$ cat config.mk
export PLATFORM = sky130hd
export DESIGN_NAME = mbx_periph
export DESIGN_NICKNAME = d
export VERILOG_FILES = /design/src/verilog/mbx_cfg_pkg.sv /design/src/verilog/mbx_bus_pkg.sv /design/src/verilog/bus_responder.sv /design/src/verilog/din_mailbox.sv /design/src/verilog/dout_mailbox.sv /design/src/verilog/mbx_periph.sv /design/src/verilog/stream_skid.sv
export SDC_FILE = /design/constraint.sdc
export NUM_CORES = 1
export LEC_CHECK = 0
export BUFFER_PORTS_ARGS = -buffer_cell sky130_fd_sc_hd__buf_2
export CAP_MARGIN = 20
export CORE_UTILIZATION = 60
export CTS_CLUSTER_SIZE = 8
export DETAILED_ROUTE_END_ITERATION = 12
export GPL_TIMING_DRIVEN = 1
export PLACE_DENSITY = 0.89
export SLEW_MARGIN = 10
export SYNTH_ARGS = -nofsm -noshare
export SYNTH_HDL_FRONTEND = slang
export SYNTH_HIERARCHICAL = 1
export SYNTH_SLANG_ARGS = --single-unit
export TNS_END_PERCENT = 50
$ cat constraint.sdc
create_clock -name seq -period 8.7 [get_ports seq]
set_input_delay 0.435 -clock seq [delete_from_list [all_inputs] [get_ports seq]]
set_output_delay 0.435 -clock seq [all_outputs]
set_load 0.02 [all_outputs]
$ cat src/verilog/mbx_cfg_pkg.sv
package mbx_cfg_pkg;

    // ----------------------------------------------------------------------
    // Bus geometry
    // ----------------------------------------------------------------------
    localparam int DATA_WIDTH = 32;             // One bus word
    localparam int ADDR_WIDTH = 32;             // Byte address
    localparam int BYTE_BYTES = DATA_WIDTH / 8; // Bytes per word
    localparam int BYTE_OFS   = $clog2(BYTE_BYTES); // Low address bits below a word

    typedef logic [DATA_WIDTH-1:0] data_t;
    typedef logic [ADDR_WIDTH-1:0] addr_t;

endpackage

$ cat src/verilog/mbx_bus_pkg.sv
package mbx_bus_pkg;

    // ----------------------------------------------------------------------
    // Word index inside a mailbox frame
    // ----------------------------------------------------------------------
    localparam int IDX_WIDTH = 8;               // Frames up to 255 words

    typedef logic [IDX_WIDTH-1:0] idx_t;

    // ----------------------------------------------------------------------
    // Processor bus, request side
    // ----------------------------------------------------------------------
    typedef struct packed {
        logic               req;                // Access request
        logic               we;                 // Write when high
        mbx_cfg_pkg::addr_t addr;               // Byte address
        mbx_cfg_pkg::data_t wdata;              // Whole-word write data
    } bus_req_t;

    // Response beat, one per granted access
    typedef struct packed {
        mbx_cfg_pkg::data_t rdata;              // Zero for writes
    } bus_rsp_t;

    // ----------------------------------------------------------------------
    // Granted access as handed to a mailbox
    // ----------------------------------------------------------------------
    typedef struct packed {
        logic               fire;               // Single-cycle accept strobe
        idx_t               idx;                // Decoded word index
        mbx_cfg_pkg::data_t wdata;              // Used by writes only
    } word_acc_t;

endpackage

$ cat src/verilog/bus_responder.sv
`timescale 1ns/1ps

module bus_responder (
    input  logic                   seq,
    input  logic                   rst_n_i,

    input  mbx_bus_pkg::bus_req_t  bus_req_i,
    output logic                   gnt_o,

    input  logic                   din_full_i,
    input  logic                   frame_busy_i,
    input  mbx_cfg_pkg::data_t     rd_word_i,

    output mbx_bus_pkg::word_acc_t rd_acc_o,
    output mbx_bus_pkg::word_acc_t wr_acc_o,

    output mbx_bus_pkg::bus_rsp_t  rsp_o,
    output logic                   rvalid_o,
    input  logic                   rready_i
);
    import mbx_cfg_pkg::*;
    import mbx_bus_pkg::*;

    addr_t word_addr;
    idx_t  idx;
    logic  target_ok;
    logic  rsp_ready;
    data_t rsp_in;
    data_t rsp_out;

    // ----------------------------------------------------------------------
    // Index decode
    // ----------------------------------------------------------------------
    assign word_addr = bus_req_i.addr >> BYTE_OFS;

    // Large word addresses saturate to 255, which no frame reaches
    assign idx = (|word_addr[ADDR_WIDTH-1:IDX_WIDTH]) ? '1 : word_addr[IDX_WIDTH-1:0];

    // ----------------------------------------------------------------------
    // Grant
    // ----------------------------------------------------------------------
    assign target_ok = bus_req_i.we ? !frame_busy_i : din_full_i;
    assign gnt_o     = bus_req_i.req && rsp_ready && target_ok;

    always_comb begin
        rd_acc_o.fire  = gnt_o && !bus_req_i.we;
        rd_acc_o.idx   = idx;
        rd_acc_o.wdata = '0;
        wr_acc_o.fire  = gnt_o && bus_req_i.we;
        wr_acc_o.idx   = idx;
        wr_acc_o.wdata = bus_req_i.wdata;
    end

    assign rsp_in = bus_req_i.we ? '0 : rd_word_i;  // Writes answer with zero

    // ----------------------------------------------------------------------
    // Response return path
    // ----------------------------------------------------------------------
    stream_skid #(
        .payload_t (data_t)
    ) u_rsp_skid (
        .seq         (seq),
        .rst_n_i     (rst_n_i),
        .in_data_i   (rsp_in),
        .in_valid_i  (gnt_o),
        .in_ready_o  (rsp_ready),
        .out_data_o  (rsp_out),
        .out_valid_o (rvalid_o),
        .out_ready_i (rready_i)
    );

    assign rsp_o.rdata = rsp_out;

endmodule

$ cat src/verilog/din_mailbox.sv
`timescale 1ns/1ps

module din_mailbox #(
    parameter int DIN_WORDS = 3
) (
    input  logic                                          seq,
    input  logic                                          rst_n_i,

    input  logic [DIN_WORDS*mbx_cfg_pkg::DATA_WIDTH-1:0]  din_i,
    input  logic                                          din_valid_i,
    output logic                                          din_ready_o,

    input  mbx_bus_pkg::word_acc_t                        rd_acc_i,
    output mbx_cfg_pkg::data_t                            rd_word_o,
    output logic                                          din_full_o
);
    import mbx_cfg_pkg::*;
    import mbx_bus_pkg::*;

    localparam idx_t LAST_IDX = idx_t'(DIN_WORDS - 1);

    data_t [DIN_WORDS-1:0] frame_q;             // Word 0 in the low bits
    logic                  full_q;

    logic din_take;
    logic last_read;

    assign din_ready_o = !full_q;
    assign din_full_o  = full_q;

    assign din_take  = din_valid_i && din_ready_o;
    assign last_read = rd_acc_i.fire && (rd_acc_i.idx == LAST_IDX);

    // Addressed word, zero past the end of the frame
    always_comb begin
        rd_word_o = '0;
        if (rd_acc_i.idx < idx_t'(DIN_WORDS)) begin
            rd_word_o = frame_q[rd_acc_i.idx];
        end
    end

    always_ff @(posedge seq) begin
        if (din_take) begin
            frame_q <= din_i;
        end
    end

    // ----------------------------------------------------------------------
    // Full flag, set by din and cleared by the last-word read
    // ----------------------------------------------------------------------
    always_ff @(posedge seq) begin
        if (!rst_n_i) begin
            full_q <= 1'b0;
        end else if (din_take) begin
            full_q <= 1'b1;
        end else if (last_read) begin
            full_q <= 1'b0;                     // Mailbox free again
        end
    end

endmodule

$ cat src/verilog/dout_mailbox.sv
`timescale 1ns/1ps

module dout_mailbox #(
    parameter int DOUT_WORDS = 2
) (
    input  logic                                          seq,
    input  logic                                          rst_n_i,

    input  mbx_bus_pkg::word_acc_t                        wr_acc_i,
    output logic                                          frame_busy_o,

    output logic [DOUT_WORDS*mbx_cfg_pkg::DATA_WIDTH-1:0] dout_o,
    output logic                                          dout_valid_o,
    input  logic                                          dout_ready_i
);
    import mbx_cfg_pkg::*;
    import mbx_bus_pkg::*;

    localparam int   FRAME_WIDTH = DOUT_WORDS * DATA_WIDTH;
    localparam idx_t LAST_IDX    = idx_t'(DOUT_WORDS - 1);

    typedef logic [FRAME_WIDTH-1:0] frame_t;

    data_t [DOUT_WORDS-1:0] asm_q;              // Assembly register
    data_t [DOUT_WORDS-1:0] asm_d;

    logic push;

    // Merge the current write so the last word goes out in the same cycle
    always_comb begin
        asm_d = asm_q;
        if (wr_acc_i.fire && (wr_acc_i.idx < idx_t'(DOUT_WORDS))) begin
            asm_d[wr_acc_i.idx] = wr_acc_i.wdata;
        end
    end

    always_ff @(posedge seq) begin
        if (wr_acc_i.fire) begin
            asm_q <= asm_d;
        end
    end

    assign push = wr_acc_i.fire && (wr_acc_i.idx == LAST_IDX);

    // ----------------------------------------------------------------------
    // Outbound register stage
    // ----------------------------------------------------------------------
    stream_skid #(
        .payload_t (frame_t)
    ) u_skid (
        .seq         (seq),
        .rst_n_i     (rst_n_i),
        .in_data_i   (frame_t'(asm_d)),
        .in_valid_i  (push),
        .in_ready_o  (),
        .out_data_o  (dout_o),
        .out_valid_o (dout_valid_o),
        .out_ready_i (dout_ready_i)
    );

    // Busy until the finished frame has been taken downstream
    assign frame_busy_o = dout_valid_o;

endmodule

$ cat src/verilog/mbx_periph.sv
`timescale 1ns/1ps

module mbx_periph #(
    parameter int DIN_WORDS  = 3,
    parameter int DOUT_WORDS = 2
) (
    input  logic                                          seq,
    input  logic                                          rst_n_i,

    // Processor bus
    input  mbx_bus_pkg::bus_req_t                         bus_req_i,
    output logic                                          gnt_o,
    output mbx_bus_pkg::bus_rsp_t                         rsp_o,
    output logic                                          rvalid_o,
    input  logic                                          rready_i,

    // Inbound stream
    input  logic [DIN_WORDS*mbx_cfg_pkg::DATA_WIDTH-1:0]  din_i,
    input  logic                                          din_valid_i,
    output logic                                          din_ready_o,

    // Outbound stream
    output logic [DOUT_WORDS*mbx_cfg_pkg::DATA_WIDTH-1:0] dout_o,
    output logic                                          dout_valid_o,
    input  logic                                          dout_ready_i
);
    import mbx_cfg_pkg::*;
    import mbx_bus_pkg::*;

    word_acc_t rd_acc;
    word_acc_t wr_acc;
    data_t     rd_word;
    logic      din_full;
    logic      frame_busy;

    // ----------------------------------------------------------------------
    // Mailboxes
    // ----------------------------------------------------------------------
    din_mailbox #(
        .DIN_WORDS (DIN_WORDS)
    ) u_din (
        .seq         (seq),
        .rst_n_i     (rst_n_i),
        .din_i       (din_i),
        .din_valid_i (din_valid_i),
        .din_ready_o (din_ready_o),
        .rd_acc_i    (rd_acc),
        .rd_word_o   (rd_word),
        .din_full_o  (din_full)
    );

    dout_mailbox #(
        .DOUT_WORDS (DOUT_WORDS)
    ) u_dout (
        .seq          (seq),
        .rst_n_i      (rst_n_i),
        .wr_acc_i     (wr_acc),
        .frame_busy_o (frame_busy),
        .dout_o       (dout_o),
        .dout_valid_o (dout_valid_o),
        .dout_ready_i (dout_ready_i)
    );

    // ----------------------------------------------------------------------
    // Bus side
    // ----------------------------------------------------------------------
    bus_responder u_rsp (
        .seq          (seq),
        .rst_n_i      (rst_n_i),
        .bus_req_i    (bus_req_i),
        .gnt_o        (gnt_o),
        .din_full_i   (din_full),
        .frame_busy_i (frame_busy),
        .rd_word_i    (rd_word),
        .rd_acc_o     (rd_acc),
        .wr_acc_o     (wr_acc),
        .rsp_o        (rsp_o),
        .rvalid_o     (rvalid_o),
        .rready_i     (rready_i)
    );

endmodule

$ cat src/verilog/stream_skid.sv
`timescale 1ns/1ps

module stream_skid #(
    parameter type payload_t = logic [31:0]
) (
    input  logic     seq,
    input  logic     rst_n_i,

    input  payload_t in_data_i,
    input  logic     in_valid_i,
    output logic     in_ready_o,

    output payload_t out_data_o,
    output logic     out_valid_o,
    input  logic     out_ready_i
);

    // ----------------------------------------------------------------------
    // Two-slot ring buffer
    // ----------------------------------------------------------------------
    payload_t   slot_q [2];                     // Payload storage
    logic       wr_ptr_q;                       // Next slot to fill
    logic       rd_ptr_q;                       // Oldest beat
    logic [1:0] cnt_q;                          // Occupancy 0..2

    logic push;
    logic pop;

    // Ready only looks at registered occupancy, so no path from out_ready_i
    assign in_ready_o  = (cnt_q != 2'd2);
    assign out_valid_o = (cnt_q != 2'd0);
    assign out_data_o  = slot_q[rd_ptr_q];

    assign push = in_valid_i && in_ready_o;
    assign pop  = out_valid_o && out_ready_i;

    always_ff @(posedge seq) begin
        if (push) begin
            slot_q[wr_ptr_q] <= in_data_i;      // Payload held without reset
        end
    end

    always_ff @(posedge seq) begin
        if (!rst_n_i) begin
            wr_ptr_q <= 1'b0;
            rd_ptr_q <= 1'b0;
            cnt_q    <= 2'd0;
        end else begin
            if (push) begin
                wr_ptr_q <= !wr_ptr_q;
            end
            if (pop) begin
                rd_ptr_q <= !rd_ptr_q;
            end
            case ({push, pop})
                2'b10:   cnt_q <= cnt_q + 2'd1;
                2'b01:   cnt_q <= cnt_q - 2'd1;
                default: cnt_q <= cnt_q;        // Idle or pass-through
            endcase
        end
    end

endmodule

Word-level counts from Yosys, hierarchy flattened
Memories as Yosys holds them, arrays and structs flattened. A register that Yosys moved wholly into a read port is not among the register bits.
Cells that the tools add are included.
- register bits: 169
- bits in writable memories: 192
- input port bits: 167
- output and inout bits: 100
- logic and storage cells: 79
- memories kept: 2
- $add $sub $neg: 4
- magnitude comparators: 5
- equal/unequal tests: 8
- muxes and demuxes: 22
- reductions and logical operators: 26
- memory list (name ; words ; bits a word ; read ports ; clocked after Yosys merged registers in ; write ports ; RTL line ; source):
    u_dout.u_skid.slot_q ; 2 ; 64 ; 1 ; 1 ; 1 ; stream_skid.sv:21 ; payload_t slot_q [2];
    u_rsp.u_rsp_skid.slot_q ; 2 ; 32 ; 1 ; 1 ; 1 ; stream_skid.sv:21 ;
- operators by type and width (operator ; number):
    32-bit 2-to-1 mux ; 4
    32-bit binary-select mux with 2-bit select ; 1
    64-bit bitwise mux ; 1
    64-bit 2-to-1 mux ; 1
    32-bit demux with 1-bit select ; 1
    8-bit by 2-bit less-than comparator with 1-bit output, second input constant ; 3
    22-bit OR reduction ; 1
    1-bit logical AND ; 13
    1-bit 2-to-1 mux ; 11
    2-bit nonzero test ; 5
    8-bit by 1-bit == test with 1-bit output, second input constant ; 1
    8-bit by 2-bit == test with 1-bit output, second input constant ; 1
    8-bit by 1-bit greater-or-equal comparator with 1-bit output, second input constant ; 1
    8-bit by 3-bit less-than comparator with 1-bit output, second input constant ; 1
    8-bit 2-to-1 mux ; 1
    2-bit one-hot mux with 2 select lines ; 2
    1-bit logical NOT ; 7
    2-bit by 1-bit adder with 2-bit output, second input constant ; 2
    2-bit by 1-bit == test with 1-bit output, second input constant ; 2
    2-bit == test, second input constant ; 2
    2-bit != test, second input constant ; 2
    2-bit by 1-bit subtractor with 2-bit output, second input constant ; 2

Logic depth before layout (Yosys ltp)
Gate-level depths: netlist of run 1.
- depth after elaboration: 9
- depth in mapped cells: 14
- depth with buffers taken out: 12

Hierarchy
The synthesis of run 1 kept the hierarchy.
- modules (own cells, without submodules) (module ; instances ; cells an instance ; area an instance (µm²) ; seq. area each (µm²)):
    stream_skid (u_dout.u_skid) ; 1 ; 223 ; 4834.6 ; 3943.8
    din_mailbox ; 1 ; 247 ; 3882.5 ; 2902.8
    dout_mailbox ; 1 ; 141 ; 3035.4 ; 1921.8
    stream_skid (u_rsp.u_rsp_skid) ; 1 ; 124 ; 2536.2 ; 2021.9
    bus_responder ; 1 ; 137 ; 922.1 ; 0.0

Least setup slack after synthesis of run 1
OpenSTA, ideal clock, no wires.
- path type: register to register
- start: reg u_dout.u_skid.cnt_q[0]
- end: mem u_dout/u_skid/slot_q[1][0] (netlist bit), enable pin
- setup time: 0.429 ns
- arrival: 5.784 ns
- data required time: 8.271 ns
- slack: 2.487 ns
- cell stages (with the launch flop): 10
- buffers on the path: 2
- clock period less this slack: 6.213 ns
- cells stage by stage: dfxtp_1 or2_2 buf_4 a211oi_1 and2_1 nor4b_4 nand3_2 buf_6 inv_1 and3_1
- RTL lines (item ; RTL line ; source):
    from (decl) ; stream_skid.sv:24 ; logic [1:0] cnt_q;
    from (signal assigned) ; stream_skid.sv:56 ; 2'b10: cnt_q <= cnt_q + 2'd1;
    from (signal assigned) ; stream_skid.sv:57 ; 2'b01: cnt_q <= cnt_q - 2'd1;
    from (signal assigned) ; stream_skid.sv:58 ; default: cnt_q <= cnt_q;
    to (decl) ; stream_skid.sv:21 ;

==> out/summary.log, run 1 <==
[worst_hold_path] worst hold-check path type in2reg
[power] power density normalized to cell area 233 mW/mm^2
[synth] number of warning messages in the yosys log 6
[critical_path] CP max stage cell sky130_fd_sc_hd__buf_4
[sta] post-route setup slack 4.47 ns
[floorplanning] Initial Utilization 61.4%
[route] Avg WL per Cell 20.3 um
[critical_path] Crit path buffers/inverters 4
[global_routing] number of antenna violations at the first check in global routing 3
[floorplanning] overall die area 0.0256 mm^2
[placed_design] pre-CTS setup slack 4.08 ns
[route] ratio of routed vias to standard cells 5.49
[clock_network] number of clock sinks seen by CTS 363
[sta] setup repair after global routing missed its margin no
[run] number of maximum-capacitance violations 0
[layout] most common cell after layout, fill and taps aside sky130_fd_sc_hd__edfxtp_1
[global_routing] met3 track demand over resource 5.84%
[sta] Final Max Slew Viols 0
[route] number of detailed-routing iterations run before antenna repair 5
[sta] Tcrit/Tclk final 48.7%
[layout] post-route cell area 0.0176 mm^2
[synth] post-synthesis net count 1008
[floorplanning] standard-cell rows 57
[power] maximum vdd ir drop 0.224 mV
[synth] gate count after technology mapping 839
[route] sum of routed wire length over all layers 29.3 mm
[sta] worst-case hold slack 0.0689 ns
[clock_network] clock-pin slew reported for the worst setup and hold paths after clock tree synthesis 0.06 ns
[clock_network] cell at the root of the clock tree sky130_fd_sc_hd__clkbuf_16
[critical_path] cell family with most CP delay buffers and inverters
[floorplanning] die width 160 um
[sta] Final min period 4.23 ns
[critical_path] kind of critical path reg2reg
[floorplanning] I/O pin count 267
[critical_path] Worst Setup End Kind register
[layout] most used cells in the layout excluding fill and tap cells sky130_fd_sc_hd__edfxtp_1, sky130_fd_sc_hd__buf_2, sky130_fd_sc_hd__mux2_2
[placed_design] number of I/O port buffers 264
[power] leakage power of the design 5.81 nW
[global_routing] sum of overflow across all layers after global routing 0
[placed_design] total placed instance area 0.0162 mm^2
[global_routing] All-Layer GR Usage 23.0%
[clock_network] maximum buffer depth of the clock tree 3
[route] count of vias placed by the detailed router 7920
[floorplanning] vertical extent of the die 160 um
[global_routing] global routing usage on met1 28.5%
[route] post-route antenna net violation count 0
[clock_network] number of buffers inserted by post-CTS setup repair 0
[clock_network] PostCTS Resize Cnt 0
[clock_network] hold-fix buffer count after cts 0
[sta] final setup skew 0.0172 ns
[sta] maximum frequency from static timing analysis 0.236 GHz
[clock_network] number of CTS-inserted buffers 51
[status] status finished clean
[global_routing] Most Crowded Layer GR met2
[clock_network] TritonCTS clock tree built
[placed_design] cell total after placement 1365
[placed_design] weighted congestion reported at the end of routability-driven placement 0.740
[critical_path] largest fanout on the critical path 64
[sta] final number of hold-violating endpoints 0
[placed_design] detailed placer's ending HPWL 17.4 mm
[global_routing] global-route wire length before repair 45.0 mm
[critical_path] Worst EP arrival 4.38 ns
[layout] final std cells w/o fill 1443
[clock_network] clock insertion delay at the later pin of the skew report 0.53 ns
[critical_path] CP most frequent cell sky130_fd_sc_hd__buf_4
[route] number of remaining DRC errors 0
[sta] slew at the pin closest to its max-slew limit 0.910 ns
[clock_network] htree depth 2
[critical_path] category of the worst setup path launch point register
[critical_path] chain of cells forming the critical path nand2b_1 > nand2_1 > a211oi_1 > and2_2 > buf_4 > nor4b_4 > nand3_2 > buf_4 > inv_1 > and3_2 > buf_4
[critical_path] Critical Path Max Stage Delay 0.69 ns
[critical_path] data required time at the worst endpoint 8.84 ns
[synth] netlist area before placement 0.0150 mm^2
[layout] layout filler cell count 1486
[sta] final setup vio count 0
[floorplanning] core footprint 0.0244 mm^2
[global_routing] global-route met2 utilization 39.5%
[layout] Total Nets Final 1264
[route] count of routing violations after the opening detailed-route iteration 678
[layout] layout cell share with drive strength beyond 1 46.1%
[sta] normalized max-slew margin 39.3%
[layout] area delta synth->final 17.8%
[synth] average instance area after synthesis 17.8 um^2
[global_routing] number of global-route vias before repair 8368
[global_routing] pin count of the biggest net entering global routing 92
[sta] Fin Setup TNS 0 ns
==> layer usage <==
layer / wire length [um] / share of wire [%]
met1: 11100 / 38
met2: 15000 / 51
met3: 2480 / 8.5
met4: 689 / 2.4
met5: 13 / 0.044
==> per-stage QoR <==
step / power [mW] / utilization (%)
after floorplan: 2.27 / -
after global placement: 2.39 / 66.5
after detailed placement: 2.40 / 66.5
after CTS: 4.14 / 72.2
after global routing: 4.23 / 72.3
final: 4.10 / 72.3
==> sequential cells by signal (all words and copies together), names as in the netlist, named ones only <==
| name | cells |
|---|---|
| u_rsp/u_rsp_skid/slot_q | 64 |
| u_dout/u_skid/rd_ptr_q | 1 |
| u_rsp/u_rsp_skid/rd_ptr_q | 1 |
| u_rsp/u_rsp_skid/cnt_q | 2 |
| u_dout/asm_q | 64 |
| u_rsp/u_rsp_skid/wr_ptr_q | 1 |
| u_din/frame_q | 96 |
| u_dout/u_skid/wr_ptr_q | 1 |
| u_dout/u_skid/slot_q | 128 |
| u_dout/u_skid/cnt_q | 2 |
| u_din/din_full_o | 1 |
==> cell type report <==
type	instances	area (um^2)	share of cell area [%]
Timing Repair Buffer	280	1460	8.29
Multi-Input combinational cell	395	3570	20.3
Sequential cell	363	10800	61.2
Antenna cell	1	2.50	0.0142
Clock buffer	72	1360	7.68
Clock inverter	4	33.8	0.192
Inverter	4	15.0	0.0851
Tap cell	324	405	2.30
==> power breakdown <==
| part | internal (mW) | switching, mW | total, mW | leakage (nW) |
|---|---|---|---|---|
| combinational | 0.140 | 0.217 | 0.357 | 2.40 |
| clock | 1.06 | 0.673 | 1.73 | 0.667 |
| sequential | 1.99 | 0.0224 | 2.01 | 2.75 |
==> worst register-to-register path, delay by kind of cell (launching register included) <==
family                 cells  cell delay, ns
buffers and inverters      4            1.69
AND/OR/NAND/NOR            6            1.19
AO/OA/AOI/OAI              1            0.51
flip-flops                 1            0.41
==> final timing paths <==
check                           slack, ns                           to                      start  cells after the start
worst max-delay path                 4.47  u_dout/u_skid/slot_q[1][33]  u_rsp/u_rsp_skid/cnt_q[0]                     11
worst min-delay path                 0.07            u_din/frame_q[28]                  din_i[28]                      1
worst max register to register       4.47  u_dout/u_skid/slot_q[1][33]  u_rsp/u_rsp_skid/cnt_q[0]                     11
worst min register to register       0.52       u_dout/u_skid/cnt_q[1]     u_dout/u_skid/cnt_q[1]                      2
No activity file was read; power rests on OpenSTA's default activity.
==> inputs of run 2 (changes only) <==
Settings changed: ABC_AREA set to 1, CORE_UTILIZATION 60 to 51, PLACE_DENSITY 0.89 to 0.8.
Clock period 8.7 ns to 3.87 ns, I/O delays scaled along.
==> run 2 against run 1 <==
Compared with the run above:
- non-clock buffer count up 110
- clock-buffer cell count up 10
- total power up 140%
- clock skew up 0.00056 ns
- flip-flop and latch count unchanged
- clock power up 140%
- final area up 9.9%
- die area up 22%
==> out/summary.log, run 2 <==
[critical_path] Worst EP arrival 3.37 ns [was 4.38 ns]
[route] count of routing violations after the opening detailed-route iteration 818 [was 678]
[critical_path] data required time at the worst endpoint 4.16 ns [was 8.84 ns]
[placed_design] total placed instance area 0.0168 mm^2 [was 0.0162 mm^2]
[sta] normalized max-slew margin 26.0% [was 39.3%]
[critical_path] chain of cells forming the critical path inv_2 > nand2_2 > inv_1 > nor2_1 > nand3_2 > nor2_4 > buf_4 > inv_1 > nor2_4 > nand3_4 > nand2_1 > nand2_1 [was nand2b_1 > nand2_1 > a211oi_1 > and2_2 > buf_4 > nor4b_4 > nand3_2 > buf_4 > inv_1 > and3_2 > buf_4]
[sta] slew at the pin closest to its max-slew limit 1.11 ns [was 0.910 ns]
[clock_network] cell at the root of the clock tree sky130_fd_sc_hd__clkbuf_16 [unchanged]
[sta] Final min period 3.08 ns [was 4.23 ns]
[layout] flip-flop count of the largest register after layout 128 [unchanged]
[floorplanning] overall die area 0.0313 mm^2 [was 0.0256 mm^2]
[critical_path] instance count on the critical path 12 [was 11]
[power] leakage power of the design 7.83 nW [was 5.81 nW]
[layout] post-route cell area 0.0194 mm^2 [was 0.0176 mm^2]
[status] status finished clean [unchanged]
[route] Detail Route met3 WL 3.25 mm [was 2.48 mm]
[sta] Final Max Slew Viols 0 [unchanged]
[clock_network] number of clock sinks seen by CTS 363 [unchanged]
[critical_path] Crit path buffers/inverters 4 [unchanged]
[floorplanning] vertical extent of the die 177 um [was 160 um]
[clock_network] number of buffers inserted by post-CTS setup repair 0 [unchanged]
[placed_design] cell total after placement 1715 [was 1365]
[sta] final setup vio count 0 [unchanged]
[route] post-route antenna net violation count 0 [unchanged]
[clock_network] clock-pin slew reported for the worst setup and hold paths after clock tree synthesis 0.05 ns [was 0.06 ns]
[placed_design] number of I/O port buffers 264 [unchanged]
[global_routing] number of global-route vias before repair 10284 [was 8368]
[floorplanning] I/O pin count 267 [unchanged]
[critical_path] kind of critical path reg2reg [unchanged]
[global_routing] pin count of the biggest net entering global routing 66 [was 92]
[critical_path] category of the worst setup path launch point register [unchanged]
[critical_path] CP endpoint u_dout/u_skid/slot_q[1][1] [was u_dout/u_skid/slot_q[1][33]]
[synth] gate count after technology mapping 1135 [was 839]
[critical_path] largest fanout on the critical path 65 [was 64]
[route] wire length on met1 14.1 mm [was 11.1 mm]
[sta] maximum frequency from static timing analysis 0.325 GHz [was 0.236 GHz]
[clock_network] htree depth 2 [unchanged]
[layout] most common cell after layout, fill and taps aside sky130_fd_sc_hd__edfxtp_1 [unchanged]
[sta] final setup skew 0.0178 ns [was 0.0172 ns]
[global_routing] global-route wire length before repair 57.1 mm [was 45.0 mm]
[critical_path] worst reg2reg path startpoint u_rsp/u_rsp_skid/cnt_q[0] [unchanged]
[floorplanning] standard-cell rows 63 [was 57]
[layout] layout cell share with drive strength beyond 1 30.8% [was 46.1%]
[critical_path] Critical Path Max Stage Delay 0.70 ns [was 0.69 ns]
[power] maximum vdd ir drop 0.359 mV [was 0.224 mV]
[route] sum of routed wire length over all layers 38.0 mm [was 29.3 mm]
[critical_path] capture instance of the worst register-to-register path u_dout/u_skid/slot_q[1][1] [was u_dout/u_skid/slot_q[1][33]]
[route] Avg WL per Cell 19.9 um [was 20.3 um]
[worst_hold_path] worst hold-check path type in2reg [unchanged]
[synth] netlist area before placement 0.0156 mm^2 [was 0.0150 mm^2]
[clock_network] TritonCTS clock tree built [unchanged]
[critical_path] cell family with most CP delay simple AND/OR/NAND/NOR gates [was buffers and inverters]
[synth] average instance area after synthesis 13.7 um^2 [was 17.8 um^2]
[layout] most used cells in the layout excluding fill and tap cells sky130_fd_sc_hd__edfxtp_1, sky130_fd_sc_hd__buf_2, sky130_fd_sc_hd__nand2_1 [was sky130_fd_sc_hd__edfxtp_1, sky130_fd_sc_hd__buf_2, sky130_fd_sc_hd__mux2_2]
[route] DR top layer met5 [unchanged]
[sta] Fin Setup TNS 0 ns [unchanged]
[floorplanning] die width 177 um [was 160 um]
[sta] Tcrit/Tclk final 79.6% [was 48.7%]
[power] power density normalized to cell area 500 mW/mm^2 [was 233 mW/mm^2]
[global_routing] number of antenna violations at the first check in global routing 4 [was 3]
[clock_network] maximum buffer depth of the clock tree 3 [unchanged]
[layout] area delta synth->final 24.2% [was 17.8%]
[layout] layout filler cell count 1970 [was 1486]
[route] Routed met2 length 19.0 mm [was 15.0 mm]
[floorplanning] core footprint 0.0299 mm^2 [was 0.0244 mm^2]
[sta] worst-case hold slack 0.0127 ns [was 0.0689 ns]
[route] number of detailed-routing iterations run before antenna repair 5 [unchanged]
[run] number of maximum-capacitance violations 0 [unchanged]
[global_routing] All-Layer GR Usage 24.2% [was 23.0%]
[route] number of remaining DRC errors 0 [unchanged]
[critical_path] CP max stage cell sky130_fd_sc_hd__buf_4 [unchanged]
[clock_network] PostCTS Resize Cnt 0 [unchanged]
[critical_path] worst-case register-to-register setup slack 0.79 ns [was 4.47 ns]
[critical_path] Critical Path Start u_rsp/u_rsp_skid/cnt_q[0] [unchanged]
[floorplanning] Initial Utilization 52.2% [was 61.4%]
[layout] final std cells w/o fill 1914 [was 1443]
[clock_network] number of CTS-inserted buffers 51 [unchanged]
[layout] largest registers in the final layout u_dout/u_skid/slot_q: 128 flops, u_din/frame_q: 96 flops [unchanged]
[synth] post-synthesis net count 1304 [was 1008]
[critical_path] Worst Setup End Kind register [unchanged]
[global_routing] sum of overflow across all layers after global routing 0 [unchanged]
[clock_network] hold-fix buffer count after cts 111 [was 0]
[worst_hold_path] Min-Delay Path Depth 3 [was 1]
[power] Total Power Consumption 9.69 mW [was 4.10 mW]
[layout] register with the most flip-flops u_dout/u_skid/slot_q [unchanged]
[clock_network] clock insertion delay at the later pin of the skew report 0.56 ns [was 0.53 ns]
[route] ratio of routed vias to standard cells 5.30 [was 5.49]
[placed_design] weighted congestion reported at the end of routability-driven placement 0.799 [was 0.740]
[synth] number of warning messages in the yosys log 6 [unchanged]
[critical_path] Reg2Reg Depth 12 [was 11]
[route] count of vias placed by the detailed router 10135 [was 7920]
[sta] setup repair after global routing missed its margin no [unchanged]
[layout] Total Nets Final 1658 [was 1264]
[sta] final number of hold-violating endpoints 0 [unchanged]
[placed_design] detailed placer's ending HPWL 19.9 mm [was 17.4 mm]
[run 2: metrics by stage]
step,worst slack [ns],utilization (%)
global route,0.515,64.9
floorplan,0.0124,-
detailed placement,0.878,56.1
CTS,0.849,64.8
finish,0.791,64.9
global placement,0.939,56.1
[run 2: final cells by class]
class	count	area [um^2]	share of cell area [%]
multi-input combinational	586	3670	18.9
clock buffer	82	1410	7.30
timing repair buffer	390	2560	13.2
inverter	97	368	1.90
tap	390	488	2.52
clock inverter	3	80.1	0.413
antenna	3	7.51	0.0387
sequential	363	10800	55.7
[run 2: worst min path at each step]
stage	end	from	slack, ns
6_report	u_dout/u_skid/slot_q[1][12]	bus_req_i[12]	0.01
5_1_grt	u_dout/u_skid/slot_q[1][38]	bus_req_i[6]	0.01
4_1_cts	u_dout/u_skid/slot_q[0][41]	bus_req_i[9]	0.002
3_5_place_dp	u_din/frame_q[15]	din_i[15]	0.37
3_3_place_gp	u_din/frame_q[47]	din_i[47]	0.37
2_1_floorplan	u_din/frame_q[0]	din_i[0]	0.29
[run 2: where the power goes]
part | internal, mW | switching (mW) | leakage, nW
clock network | 2.55 | 1.64 | 0.712
registers | 4.53 | 0.110 | 3.39
logic | 0.379 | 0.487 | 3.73
[run 2: tightest hold or removal path: stages]
cell	delay (ns)
sky130_fd_sc_hd__buf_2	0.09
sky130_fd_sc_hd__nand3_1	0.07
sky130_fd_sc_hd__nand2_1	0.10
[run 2: metal layers]
metal	global-route usage, %	up-vias
met2	41.4	587
met1	28.6	4828
met5	0	-
met4	12.0	2
li1	-	4608
met3	5.76	110
